`config.mk`:
```
export PLATFORM = sky130hd
export DESIGN_NAME = rvc_decompressor
export DESIGN_NICKNAME = d
export VERILOG_FILES = /design/src/hdl/rvc_pkg.sv /design/src/hdl/rvc_decompressor.sv /design/src/hdl/rvc_quadrant2.sv /design/src/hdl/rvc_quadrant1.sv /design/src/hdl/rvc_quadrant0.sv
export SDC_FILE = /design/constraint.sdc
export NUM_CORES = 1
export LEC_CHECK = 0
export ABC_AREA = 0
export BUFFER_PORTS_ARGS = -buffer_cell sky130_fd_sc_hd__buf_2
export CAP_MARGIN = 20
export CORE_MARGIN = 2
export CORE_UTILIZATION = 50
export CTS_CLUSTER_DIAMETER = 40
export DETAILED_ROUTE_END_ITERATION = 6
export PLACE_DENSITY = 0.84
export SYNTH_ARGS = -nofsm -noshare
export SYNTH_HDL_FRONTEND = slang
export SYNTH_SLANG_ARGS = --single-unit
```
`constraint.sdc`:
```
create_clock -name i_clk -period 1.6 [get_ports i_clk]
set_input_delay 0.08 -clock i_clk [delete_from_list [all_inputs] [get_ports i_clk]]
set_output_delay 0.08 -clock i_clk [all_outputs]
set_load 0.1 [all_outputs]
```
`src/hdl/rvc_pkg.sv`:
```
// Shared types and constants for the RV32C decompressor
// RV32 only, so RV64/RV128 encodings are treated as illegal
// Expansion word is don't-care whenever the illegal bit is set

package rvc_pkg;

  // ======================================
  // Basic vector types
  // ======================================
  typedef logic [15:0] rvc_parcel_t;  // Compressed parcel
  typedef logic [31:0] rv_instr_t;    // Full RV32 instruction
  typedef logic [6:0]  rv_opcode_t;   // Major opcode, bits 6:0
  typedef logic [4:0]  rv_reg_t;      // Register specifier
  typedef logic [11:0] rv_imm12_t;    // I/S-type immediate field
  typedef logic [2:0]  rv_funct3_t;   // funct3 of both formats

  // ======================================
  // RV32 major opcodes
  // ======================================
  localparam rv_opcode_t OPC_LUI    = 7'b0110111;
  localparam rv_opcode_t OPC_JAL    = 7'b1101111;
  localparam rv_opcode_t OPC_JALR   = 7'b1100111;
  localparam rv_opcode_t OPC_BRANCH = 7'b1100011;
  localparam rv_opcode_t OPC_LOAD   = 7'b0000011;
  localparam rv_opcode_t OPC_STORE  = 7'b0100011;
  localparam rv_opcode_t OPC_OP_IMM = 7'b0010011;
  localparam rv_opcode_t OPC_OP     = 7'b0110011;

  // Fixed register numbers used by implicit operands
  localparam rv_reg_t REG_ZERO = 5'd0;  // x0
  localparam rv_reg_t REG_RA   = 5'd1;  // Link register
  localparam rv_reg_t REG_SP   = 5'd2;  // Stack pointer

  // EBREAK has no operands, so one constant word
  localparam rv_instr_t INSTR_EBREAK = 32'h0010_0073;

  // ======================================
  // Quadrant codes, parcel bits 1:0
  // ======================================
  localparam logic [1:0] QUAD_C0   = 2'b00;  // Wide imm, loads/stores
  localparam logic [1:0] QUAD_C1   = 2'b01;  // Control flow, arithmetic
  localparam logic [1:0] QUAD_C2   = 2'b10;  // SP-relative, reg moves
  localparam logic [1:0] QUAD_FULL = 2'b11;  // Not compressed

  // ======================================
  // Result structs
  // ======================================

  // One quadrant decoder's answer
  typedef struct packed {
    rv_instr_t instr;    // Expanded word
    logic      illegal;  // Reserved or invalid encoding
  } rvc_exp_t;

  // Registered output word, 34 bits
  typedef struct packed {
    rv_instr_t instr;          // Expansion or zero-extended passthrough
    logic      is_compressed;  // Parcel was in quadrant 0..2
    logic      illegal;        // Expansion is unspecified when set
  } rvc_out_t;

endpackage : rvc_pkg
```
`src/hdl/rvc_decompressor.sv`:
```
// RV32C decompressor with one registered valid/ready output stage
// Latency is one cycle, throughput one parcel per cycle
// o_result is only meaningful while o_valid is high

`timescale 1ns/10ps

module rvc_decompressor (
  input  logic                 i_clk,
  input  logic                 i_arst_n,
  input  logic                 i_valid,   // Parcel offered
  output logic                 o_ready,   // Stage can take a parcel
  input  rvc_pkg::rvc_parcel_t i_parcel,
  output logic                 o_valid,   // Result held in register
  input  logic                 i_ready,   // Sink takes the result
  output rvc_pkg::rvc_out_t    o_result
);

  // ======================================
  // Quadrant decoders, all run in parallel
  // ======================================
  rvc_pkg::rvc_exp_t q0_exp;
  rvc_pkg::rvc_exp_t q1_exp;
  rvc_pkg::rvc_exp_t q2_exp;
  rvc_pkg::rvc_out_t next_result;
  logic              load;  // Input handshake this cycle

  rvc_quadrant0 u_quadrant0 (
    .i_parcel (i_parcel),
    .o_exp    (q0_exp)
  );

  rvc_quadrant1 u_quadrant1 (
    .i_parcel (i_parcel),
    .o_exp    (q1_exp)
  );

  rvc_quadrant2 u_quadrant2 (
    .i_parcel (i_parcel),
    .o_exp    (q2_exp)
  );

  // Pick by quadrant, bits 1:0 are the only thing tested here
  always_comb begin
    next_result.is_compressed = 1'b1;
    case (i_parcel[1:0])
      rvc_pkg::QUAD_C0: {next_result.instr, next_result.illegal} = q0_exp;
      rvc_pkg::QUAD_C1: {next_result.instr, next_result.illegal} = q1_exp;
      rvc_pkg::QUAD_C2: {next_result.instr, next_result.illegal} = q2_exp;
      default: begin
        // QUAD_FULL, low half of a 32-bit instruction
        next_result.instr         = {16'b0, i_parcel};
        next_result.is_compressed = 1'b0;
        next_result.illegal       = 1'b0;
      end
    endcase
  end

  // ======================================
  // Output register stage
  // ======================================

  // Empty, or draining this same cycle
  assign o_ready = !o_valid || i_ready;
  assign load    = i_valid && o_ready;

  always_ff @(posedge i_clk or negedge i_arst_n) begin
    if (!i_arst_n) begin
      o_valid <= 1'b0;
    end else if (load) begin
      o_valid <= 1'b1;
    end else if (i_ready) begin
      o_valid <= 1'b0;  // Drained, nothing new behind it
    end
  end

  // Data only moves on a load, held under back-pressure
  always_ff @(posedge i_clk) begin
    if (load) begin
      o_result <= next_result;
    end
  end

endmodule : rvc_decompressor

```
`src/hdl/rvc_quadrant2.sv`:
```
// Quadrant-2 expander, combinational
// Assumes parcel bits 1:0 are already known to be 10
// Float loads/stores and HINT forms with rd=0 are reported illegal

`timescale 1ns/10ps

module rvc_quadrant2 (
  input  rvc_pkg::rvc_parcel_t i_parcel,
  output rvc_pkg::rvc_exp_t    o_exp
);

  rvc_pkg::rv_funct3_t funct3;
  rvc_pkg::rv_reg_t    rd;         // Also rs1 of JR/JALR/ADD
  rvc_pkg::rv_reg_t    rs2;        // Also shamt of SLLI
  logic                rd_zero;
  logic                rs2_zero;
  rvc_pkg::rv_imm12_t  imm_lwsp;   // uimm scaled by 4
  rvc_pkg::rv_imm12_t  imm_swsp;   // uimm scaled by 4

  assign funct3   = i_parcel[15:13];
  assign rd       = i_parcel[11:7];
  assign rs2      = i_parcel[6:2];
  assign rd_zero  = (rd == rvc_pkg::REG_ZERO);
  assign rs2_zero = (rs2 == rvc_pkg::REG_ZERO);

  // uimm[5] in 12, uimm[4:2|7:6] in 6:2
  assign imm_lwsp = {4'b0, i_parcel[3:2], i_parcel[12], i_parcel[6:4], 2'b00};

  // uimm[5:2|7:6] in 12:7
  assign imm_swsp = {4'b0, i_parcel[8:7], i_parcel[12:9], 2'b00};

  // ======================================
  // Expansion
  // ======================================
  always_comb begin
    o_exp.instr   = '0;
    o_exp.illegal = 1'b0;
    case (funct3)
      3'b000: begin  // C.SLLI
        o_exp.instr = {7'b0000000, rs2, rd, 3'b001, rd, rvc_pkg::OPC_OP_IMM};
        o_exp.illegal = i_parcel[12] || rd_zero;  // shamt[5] or HINT
      end
      3'b010: begin  // C.LWSP
        o_exp.instr = {imm_lwsp, rvc_pkg::REG_SP, 3'b010, rd, rvc_pkg::OPC_LOAD};
        o_exp.illegal = rd_zero;
      end
      3'b100: begin
        if (!i_parcel[12]) begin
          if (rs2_zero) begin  // C.JR
            o_exp.instr = {12'b0, rd, 3'b000, rvc_pkg::REG_ZERO, rvc_pkg::OPC_JALR};
          end else begin  // C.MV as ADD from x0
            o_exp.instr = {7'b0, rs2, rvc_pkg::REG_ZERO, 3'b000, rd, rvc_pkg::OPC_OP};
          end
          // JR x0 reserved, MV to x0 is a HINT
          o_exp.illegal = rd_zero;
        end else if (rs2_zero) begin
          if (rd_zero) begin
            o_exp.instr = rvc_pkg::INSTR_EBREAK;  // C.EBREAK
          end else begin  // C.JALR links to ra
            o_exp.instr = {12'b0, rd, 3'b000, rvc_pkg::REG_RA, rvc_pkg::OPC_JALR};
          end
        end else begin  // C.ADD
          o_exp.instr = {7'b0, rs2, rd, 3'b000, rd, rvc_pkg::OPC_OP};
          o_exp.illegal = rd_zero;
        end
      end
      3'b110: begin  // C.SWSP, offset split S-type style
        o_exp.instr = {imm_swsp[11:5], rs2, rvc_pkg::REG_SP, 3'b010,
                       imm_swsp[4:0], rvc_pkg::OPC_STORE};
      end
      default: begin
        // FLDSP/FLWSP/FSDSP/FSWSP not supported
        o_exp.illegal = 1'b1;
      end
    endcase
  end

endmodule : rvc_quadrant2

```
`src/hdl/rvc_quadrant1.sv`:
```
// Quadrant-1 expander, combinational
// Assumes parcel bits 1:0 are already known to be 01
// RV32 only, so shamt[5] and the SUBW/ADDW slots are illegal

`timescale 1ns/10ps

module rvc_quadrant1 (
  input  rvc_pkg::rvc_parcel_t i_parcel,
  output rvc_pkg::rvc_exp_t    o_exp
);

  // ======================================
  // Field extraction
  // ======================================
  rvc_pkg::rv_funct3_t funct3;
  rvc_pkg::rv_reg_t    rd;       // Full rd/rs1, bits 11:7
  rvc_pkg::rv_reg_t    rs1_p;    // rs1'/rd' of the ALU group
  rvc_pkg::rv_reg_t    rs2_p;
  rvc_pkg::rv_reg_t    shamt;    // RV32 shift amount
  logic [1:0]          alu_grp;  // Bits 11:10 of funct3=100
  logic [1:0]          alu_op;   // Bits 6:5 of the reg-reg ops
  logic [5:0]          imm6;     // Raw CI immediate

  assign funct3  = i_parcel[15:13];
  assign rd      = i_parcel[11:7];
  assign rs1_p   = {2'b01, i_parcel[9:7]};
  assign rs2_p   = {2'b01, i_parcel[4:2]};
  assign shamt   = i_parcel[6:2];
  assign alu_grp = i_parcel[11:10];
  assign alu_op  = i_parcel[6:5];
  assign imm6    = {i_parcel[12], i_parcel[6:2]};

  // ======================================
  // Immediates
  // ======================================
  rvc_pkg::rv_imm12_t imm_ci;    // ADDI/LI/ANDI
  rvc_pkg::rv_imm12_t imm_16sp;  // nzimm scaled by 16
  logic [19:0]        imm_lui;   // U-type upper field
  logic [11:0]        imm_j;     // Jump offset, bit 0 always zero
  logic [8:0]         imm_b;     // Branch offset, bit 0 always zero

  assign imm_ci = {{6{imm6[5]}}, imm6};

  // nzimm[9|4|6|8:7|5] from 12, 6, 5, 4:3, 2
  assign imm_16sp = {{3{i_parcel[12]}}, i_parcel[4:3], i_parcel[5],
                     i_parcel[2], i_parcel[6], 4'b0000};

  assign imm_lui = {{14{imm6[5]}}, imm6};

  // offset[11|4|9:8|10|6|7|3:1|5] scattered over 12:2
  assign imm_j = {i_parcel[12], i_parcel[8], i_parcel[10:9], i_parcel[6],
                  i_parcel[7], i_parcel[2], i_parcel[11], i_parcel[5:3], 1'b0};

  // offset[8|4:3] in 12:10, offset[7:6|2:1|5] in 6:2
  assign imm_b = {i_parcel[12], i_parcel[6:5], i_parcel[2],
                  i_parcel[11:10], i_parcel[4:3], 1'b0};

  // ======================================
  // Expansion
  // ======================================
  rvc_pkg::rv_instr_t jal_word;  // C.J and C.JAL differ only in rd
  rvc_pkg::rv_instr_t br_word;   // C.BEQZ and C.BNEZ differ only in funct3

  // J-type, imm[20|10:1|11|19:12]
  assign jal_word = {imm_j[11], imm_j[10:1], imm_j[11], {8{imm_j[11]}},
                     rvc_pkg::REG_ZERO, rvc_pkg::OPC_JAL};

  // B-type, imm[12|10:5] rs2 rs1 f3 imm[4:1|11]
  assign br_word = {imm_b[8], {3{imm_b[8]}}, imm_b[7:5], rvc_pkg::REG_ZERO, rs1_p,
                    3'b000, imm_b[4:1], imm_b[8], rvc_pkg::OPC_BRANCH};

  always_comb begin
    o_exp.instr   = '0;
    o_exp.illegal = 1'b0;
    case (funct3)
      3'b000: begin  // C.ADDI, C.NOP when rd=0
        o_exp.instr = {imm_ci, rd, 3'b000, rd, rvc_pkg::OPC_OP_IMM};
      end
      3'b001: begin  // C.JAL links to ra
        o_exp.instr = jal_word;
        o_exp.instr[11:7] = rvc_pkg::REG_RA;
      end
      3'b010: begin  // C.LI as ADDI from x0
        o_exp.instr = {imm_ci, rvc_pkg::REG_ZERO, 3'b000, rd, rvc_pkg::OPC_OP_IMM};
      end
      3'b011: begin
        if (rd == rvc_pkg::REG_SP) begin  // C.ADDI16SP
          o_exp.instr = {imm_16sp, rvc_pkg::REG_SP, 3'b000, rvc_pkg::REG_SP,
                         rvc_pkg::OPC_OP_IMM};
          o_exp.illegal = (imm_16sp == '0);
        end else begin  // C.LUI
          o_exp.instr = {imm_lui, rd, rvc_pkg::OPC_LUI};
          o_exp.illegal = (rd == rvc_pkg::REG_ZERO) || (imm6 == '0);
        end
      end
      3'b100: begin
        case (alu_grp)
          2'b00: begin  // C.SRLI
            o_exp.instr = {7'b0000000, shamt, rs1_p, 3'b101, rs1_p, rvc_pkg::OPC_OP_IMM};
            o_exp.illegal = i_parcel[12];  // shamt[5] needs RV64
          end
          2'b01: begin  // C.SRAI
            o_exp.instr = {7'b0100000, shamt, rs1_p, 3'b101, rs1_p, rvc_pkg::OPC_OP_IMM};
            o_exp.illegal = i_parcel[12];
          end
          2'b10: begin  // C.ANDI
            o_exp.instr = {imm_ci, rs1_p, 3'b111, rs1_p, rvc_pkg::OPC_OP_IMM};
          end
          default: begin
            // Bit 12 set selects SUBW/ADDW, RV64 only
            o_exp.illegal = i_parcel[12];
            case (alu_op)
              2'b00: o_exp.instr = {7'b0100000, rs2_p, rs1_p, 3'b000, rs1_p,
                                    rvc_pkg::OPC_OP};  // C.SUB
              2'b01: o_exp.instr = {7'b0000000, rs2_p, rs1_p, 3'b100, rs1_p,
                                    rvc_pkg::OPC_OP};  // C.XOR
              2'b10: o_exp.instr = {7'b0000000, rs2_p, rs1_p, 3'b110, rs1_p,
                                    rvc_pkg::OPC_OP};  // C.OR
              default: o_exp.instr = {7'b0000000, rs2_p, rs1_p, 3'b111, rs1_p,
                                      rvc_pkg::OPC_OP};  // C.AND
            endcase
          end
        endcase
      end
      3'b101: begin  // C.J, no link
        o_exp.instr = jal_word;
      end
      3'b110: begin  // C.BEQZ
        o_exp.instr = br_word;
      end
      default: begin  // C.BNEZ
        o_exp.instr = br_word;
        o_exp.instr[14:12] = 3'b001;
      end
    endcase
  end

endmodule : rvc_quadrant1

```
`src/hdl/rvc_quadrant0.sv`:
```
// Quadrant-0 expander, combinational
// Assumes parcel bits 1:0 are already known to be 00
// Only the RV32 subset ADDI4SPN/LW/SW is legal here

`timescale 1ns/10ps

module rvc_quadrant0 (
  input  rvc_pkg::rvc_parcel_t i_parcel,
  output rvc_pkg::rvc_exp_t    o_exp
);

  rvc_pkg::rv_funct3_t funct3;
  rvc_pkg::rv_reg_t    rd_p;      // rd' maps to x8..x15
  rvc_pkg::rv_reg_t    rs1_p;
  rvc_pkg::rv_reg_t    rs2_p;     // Same bits as rd'
  rvc_pkg::rv_imm12_t  imm_4spn;  // nzuimm scaled by 4
  rvc_pkg::rv_imm12_t  imm_lwsw;  // uimm scaled by 4

  assign funct3 = i_parcel[15:13];
  assign rd_p   = {2'b01, i_parcel[4:2]};
  assign rs1_p  = {2'b01, i_parcel[9:7]};
  assign rs2_p  = {2'b01, i_parcel[4:2]};

  // nzuimm[5:4|9:6|2|3] sits in bits 12:5
  assign imm_4spn = {2'b00, i_parcel[10:7], i_parcel[12:11],
                     i_parcel[5], i_parcel[6], 2'b00};

  // uimm[5:3] in 12:10, uimm[2] in 6, uimm[6] in 5
  assign imm_lwsw = {5'b0, i_parcel[5], i_parcel[12:10], i_parcel[6], 2'b00};

  always_comb begin
    o_exp.instr   = '0;
    o_exp.illegal = 1'b0;
    case (funct3)
      3'b000: begin  // C.ADDI4SPN
        o_exp.instr = {imm_4spn, rvc_pkg::REG_SP, 3'b000, rd_p, rvc_pkg::OPC_OP_IMM};
        o_exp.illegal = (imm_4spn == '0);  // All-zero parcel lands here too
      end
      3'b010: begin  // C.LW
        o_exp.instr = {imm_lwsw, rs1_p, 3'b010, rd_p, rvc_pkg::OPC_LOAD};
      end
      3'b110: begin  // C.SW, S-type split of the offset
        o_exp.instr = {imm_lwsw[11:5], rs2_p, rs1_p, 3'b010,
                       imm_lwsw[4:0], rvc_pkg::OPC_STORE};
      end
      default: begin
        // FLD/FSD/FLW/FSW and reserved slots, none supported
        o_exp.illegal = 1'b1;
      end
    endcase
  end

endmodule : rvc_quadrant0

```
# == Word-level counts from Yosys, hierarchy flattened ==
# Cells that the tools add are included.
# op_classes
reduce_logical,17
muxes,20
eq_ne,13
# op_table
operator,n
$pmux W32 S7,1
$pmux W32 S3,2
$pmux W32 S4,1
$pmux W31 S3,1
$pmux W30 S3,1
$mux W33,1
$mux W32,1
$mux W30,1
$mux W25,1
$logic_not A12 Y1,2
$mux W21,1
$logic_not A5 Y1,2
$eq A3 B3 Y1 const B,3
$eq A2 B1 Y1 const B,3
$eq A2 B2 Y1 const B,3
$eq A3 B2 Y1 const B,2
$logic_not A2 Y1,3
$logic_not A6 Y1,1
$eq A5 B2 Y1 const B,1
$mux W1,5
$pmux W1 S2,2
$pmux W1 S4,1
$eq A3 B1 Y1 const B,1
$logic_not A3 Y1,1
7 further kinds,9
# totals
inputBits,20
out_inout_bits,36
word_cells,54
regBits,35

# == Longest topological paths before layout ==
# depth
word_depth,6
ltp_mapped,8
depth_no_buf,5

# == Cells and area by module ==
# Synthesis repeated with hierarchy kept, for this count alone.
# unflattened
hier_cells,334
area_unflattened_um2,3285.7
# modules_own_cells
module,cells_per_inst,n_inst,area_per_inst_um2,seq_area_each_um2
rvc_decompressor,103,1,1855.5,1046.0
rvc_quadrant1,119,1,709.4,0.0
rvc_quadrant2,63,1,407.9,0.0
rvc_quadrant0,49,1,312.8,0.0

# == Least setup slack after synthesis ==
# OpenSTA, ideal clock, no wires.
# synth_timing
path_kind,register to register
start,register o_valid
end,"register o_result[0] in the netlist's numbering, enable pin"
synth_period_minus_slack_ns,3.014
slack_ns,-1.414
n_path_buf,0
arrival_time_ns,2.619
required_ns,1.206
path_stages_with_launch,3
setup_ns,0.394
path_cell_list,dfrtp_1 -> nand2b_1 -> and2_1
# synth_via
elab_chain_cells,3
# synth_rtl
item,line_no,text
"start, declared",rvc_decompressor.sv:13,"output logic o_valid,"
"start signal, assigned",rvc_decompressor.sv:68,o_valid <= 1'b0;
"start signal, assigned",rvc_decompressor.sv:70,o_valid <= 1'b1;
"start signal, assigned",rvc_decompressor.sv:72,o_valid <= 1'b0;
$logic_not A1 Y1,rvc_decompressor.sv:63,assign o_ready = !o_valid || i_ready;
$logic_or A1 B1 Y1,rvc_decompressor.sv:63,
named net o_ready,rvc_decompressor.sv:11,"output logic o_ready,"
$logic_and A1 B1 Y1,rvc_decompressor.sv:64,assign load = i_valid && o_ready;
named net load,rvc_decompressor.sv:25,logic load;
"end signal, assigned",rvc_decompressor.sv:79,o_result <= next_result;
"end, declared",rvc_decompressor.sv:15,output rvc_pkg::rvc_out_t o_result
# The timed path passes the listed nets, and every way through them passes these cells.
# A chain may end at the register's enable or synchronous reset.

==> flow_metrics.env <==
export IMPL_cp_required_ns=1.72
export IMPL_max_freq_ghz=0.652
export IMPL_ys_seq_elements=35
export IMPL_tightest_slew_ns=0.811
export IMPL_cp_end_kind="flip-flop"
export IMPL_finClkSkew_ns=0.00417
export IMPL_path_clk_slew_ns=0.08
export IMPL_antenna_found_initial=0
export IMPL_die_h_um=76.7
export IMPL_layout_setup_ws_ns=0.0652
export IMPL_synth_edf_count=34
export IMPL_core_area_um2=5110
export IMPL_drtIter0Drc=704
export IMPL_arrival_ns=1.65
export IMPL_cts_setup_buffers=0
export IMPL_grtUsageTotal_pct=34.3
export IMPL_critPathKind="in2reg"
export IMPL_cts_buffer_depth=2
export IMPL_hold_viol_final=0
export IMPL_syn_avg_cell_area_um2=8.57
export IMPL_outcome="finished, final reports clean"
export IMPL_cts_tree="built"
export IMPL_worstPathMaxFanout=5
export IMPL_drv_slew=0
export IMPL_remaining_drc_errors=0
export IMPL_die_area_um2=5880
export IMPL_num_rows=26
export IMPL_yosysTopAreaCellShare_pct=38.7
export IMPL_irDropWorstVdd_mv=0.520
export IMPL_syn_num_nets=328
export IMPL_antenna_cells=0
export IMPL_wl_per_cell_um=21.1
export IMPL_grt_pass1_wl_um=15600
export IMPL_finalSetupViolCount=0
export IMPL_postSynthCellCount=308
export IMPL_p_leak_nw=1.48
export IMPL_htreeDepth=2
export IMPL_rsz0062_at_grt="false"
export IMPL_dp_hpwl_um=7440
export IMPL_synth_top_cell_by_area="edfxtp_1"
export IMPL_layout_common_cells="buf_4 (71), buf_2 (55), nand2_1 (34), edfxtp_1 (34), a21oi_1 (26)"
export IMPL_synth_ff_type="edfxtp_1"
export IMPL_yosysWarnings=0
export IMPL_final_common_cell="buf_4"
export IMPL_ys_types=58
export IMPL_r2r_start="o_valid"
export IMPL_ys_seq_area_share_pct=39.6
export IMPL_vias_per_cell=6.56
export IMPL_worstHoldStart="i_valid"
export IMPL_routed_wl_um=10100
export IMPL_clock_latency_ns=0.29
export IMPL_floorplan_initialDensity_pct=51.7
export IMPL_clock_sinks=35
export IMPL_cts_buffers=5
export IMPL_crit_path_start="i_parcel[2]"
export IMPL_grt_overflow_total=0
export IMPL_hp_class="in2reg"
export IMPL_dr_pass1_iters=7
export IMPL_post_place_ws_ns=-0.205
export IMPL_p_total_w=0.00305
export IMPL_area_delta_synth_final_pct=35.5
export IMPL_start_kind="input pin"
export IMPL_p_per_area_nw_per_um2=854
export IMPL_fin_crit_sh_pct=95.9
export IMPL_synth_area_leaders="edfxtp_1 (39%), a21oi_1 (5.1%), nand2_1 (4.8%)"
export IMPL_vias=3162
export IMPL_drv_cap=0
export IMPL_max_slew_margin_pct=45.7
export IMPL_placed_area_um2=3450
export IMPL_final_area_um2=3580
export IMPL_drive_gt1_share_pct=36.7
export IMPL_synth_area_um2=2640
export IMPL_grt_max_degree=35
export IMPL_portBuffers=55
export IMPL_die_w_um=76.7
export IMPL_ys_async_sr_fraction_pct=2.86
export IMPL_detail_route_antenna_nets=0
export IMPL_io_pins=56
export IMPL_grt_pass1_vias=2897
export IMPL_layout_min_cycle_time_ns=1.53
export IMPL_nets=431
export IMPL_cts_root_buffer="clkbuf_8"
export IMPL_gp_congestion=1.00
-- cells in the mapped netlist (all sizes together) (3+ instances only) --
| cell | count |
|---|---|
| nand2 | 34 |
| o221ai | 3 |
| nor4 | 4 |
| clkbuf | 21 |
| a311oi | 3 |
| o21ai | 22 |
| a21oi | 27 |
| a31oi | 6 |
| nor2 | 23 |
| buf | 12 |
| o22ai | 4 |
| a22o | 3 |
| a32oi | 3 |
| a32o | 3 |
| and2 | 5 |
| nor3 | 8 |
| o211ai | 7 |
| a211oi | 6 |
| nand2b | 8 |
| or2 | 3 |
| nor2b | 8 |
| nand4 | 5 |
| edfxtp | 34 |
| inv | 6 |
| a311o | 3 |
| nand3 | 6 |
| a22oi | 3 |
-- critical path, cell delays in order --
cell and delay (ns):
buf_2 0.12, nor3_1 0.33, nand2_1 0.31, nor4_1 0.46, nor3_1 0.09, a211oi_1 0.26
-- area by class of cell --
type                       instances  area (µm²)
fill                             441        1530
multi-input combinational        233        1440
timing repair buffer             129         858
clock buffer                       5        68.8
sequential                        35        1050
tap                               70        87.6
clock inverter                     3        43.8
inverter                           7        26.3
-- layer usage --
metal	wire length, µm	GRT usage, %	vias up	part of all wire, %
li1	-	-	1395	-
met1	3910	48.2	1408	38
met2	4450	52.6	298	44
met3	1370	6.71	61	13
met4	422	12.9	0	4.2
met5	0	0	-	0
-- per-stage QoR --
stage          instances  utilization [%]  hold slack, ns  setup TNS (ns)
6_report             482             70.1         0.00494               0
5_1_grt              482             70.1          0.0107               0
4_1_cts              482             70.0         0.00851               0
3_5_place_dp         473             67.6          -0.143           -1.58
3_3_place_gp         473             67.6          -0.144          -0.932
2_1_floorplan        308                -          -0.216           -3.49
-- kinds of logic after synthesis --
group,after synthesis,share of synthesized area [%]
AO/OA/AOI/OAI,123,32.6
buffers and inverters,40,6.21
flip-flops,35,39.6
multiplexers,2,0.806
AND/OR/NAND/NOR,108,20.8
-- worst paths after layout --
path	endpoint	slack (ns)	depth (start not counted)
min reg2reg	o_valid	0.58	2
min	o_valid	0.005	2
max reg2reg	o_result[14]	0.36	3
max in group asynchronous	o_valid	1.42	2
max	o_result[9]	0.07	6
min in group asynchronous	o_valid	0.08	2
-- sequential cells by signal (all words and copies together), names as in the netlist --
register and cells:
o_result 34, o_valid 1
-- power by group --
| group | internal (W) | switching, W |
|---|---|---|
| Clock | 0.000464 | 0.000349 |
| Sequential | 0.00108 | 0.0000150 |
| Combinational | 0.000309 | 0.000836 |
-- timing repair --
action                                 CTS  global route
endpoints found under the hold margin    1             0
hold buffers                             1             0
resized for setup                        0             1
setup endpoints to repair                0             2
Power figures use the tool's default switching activity.
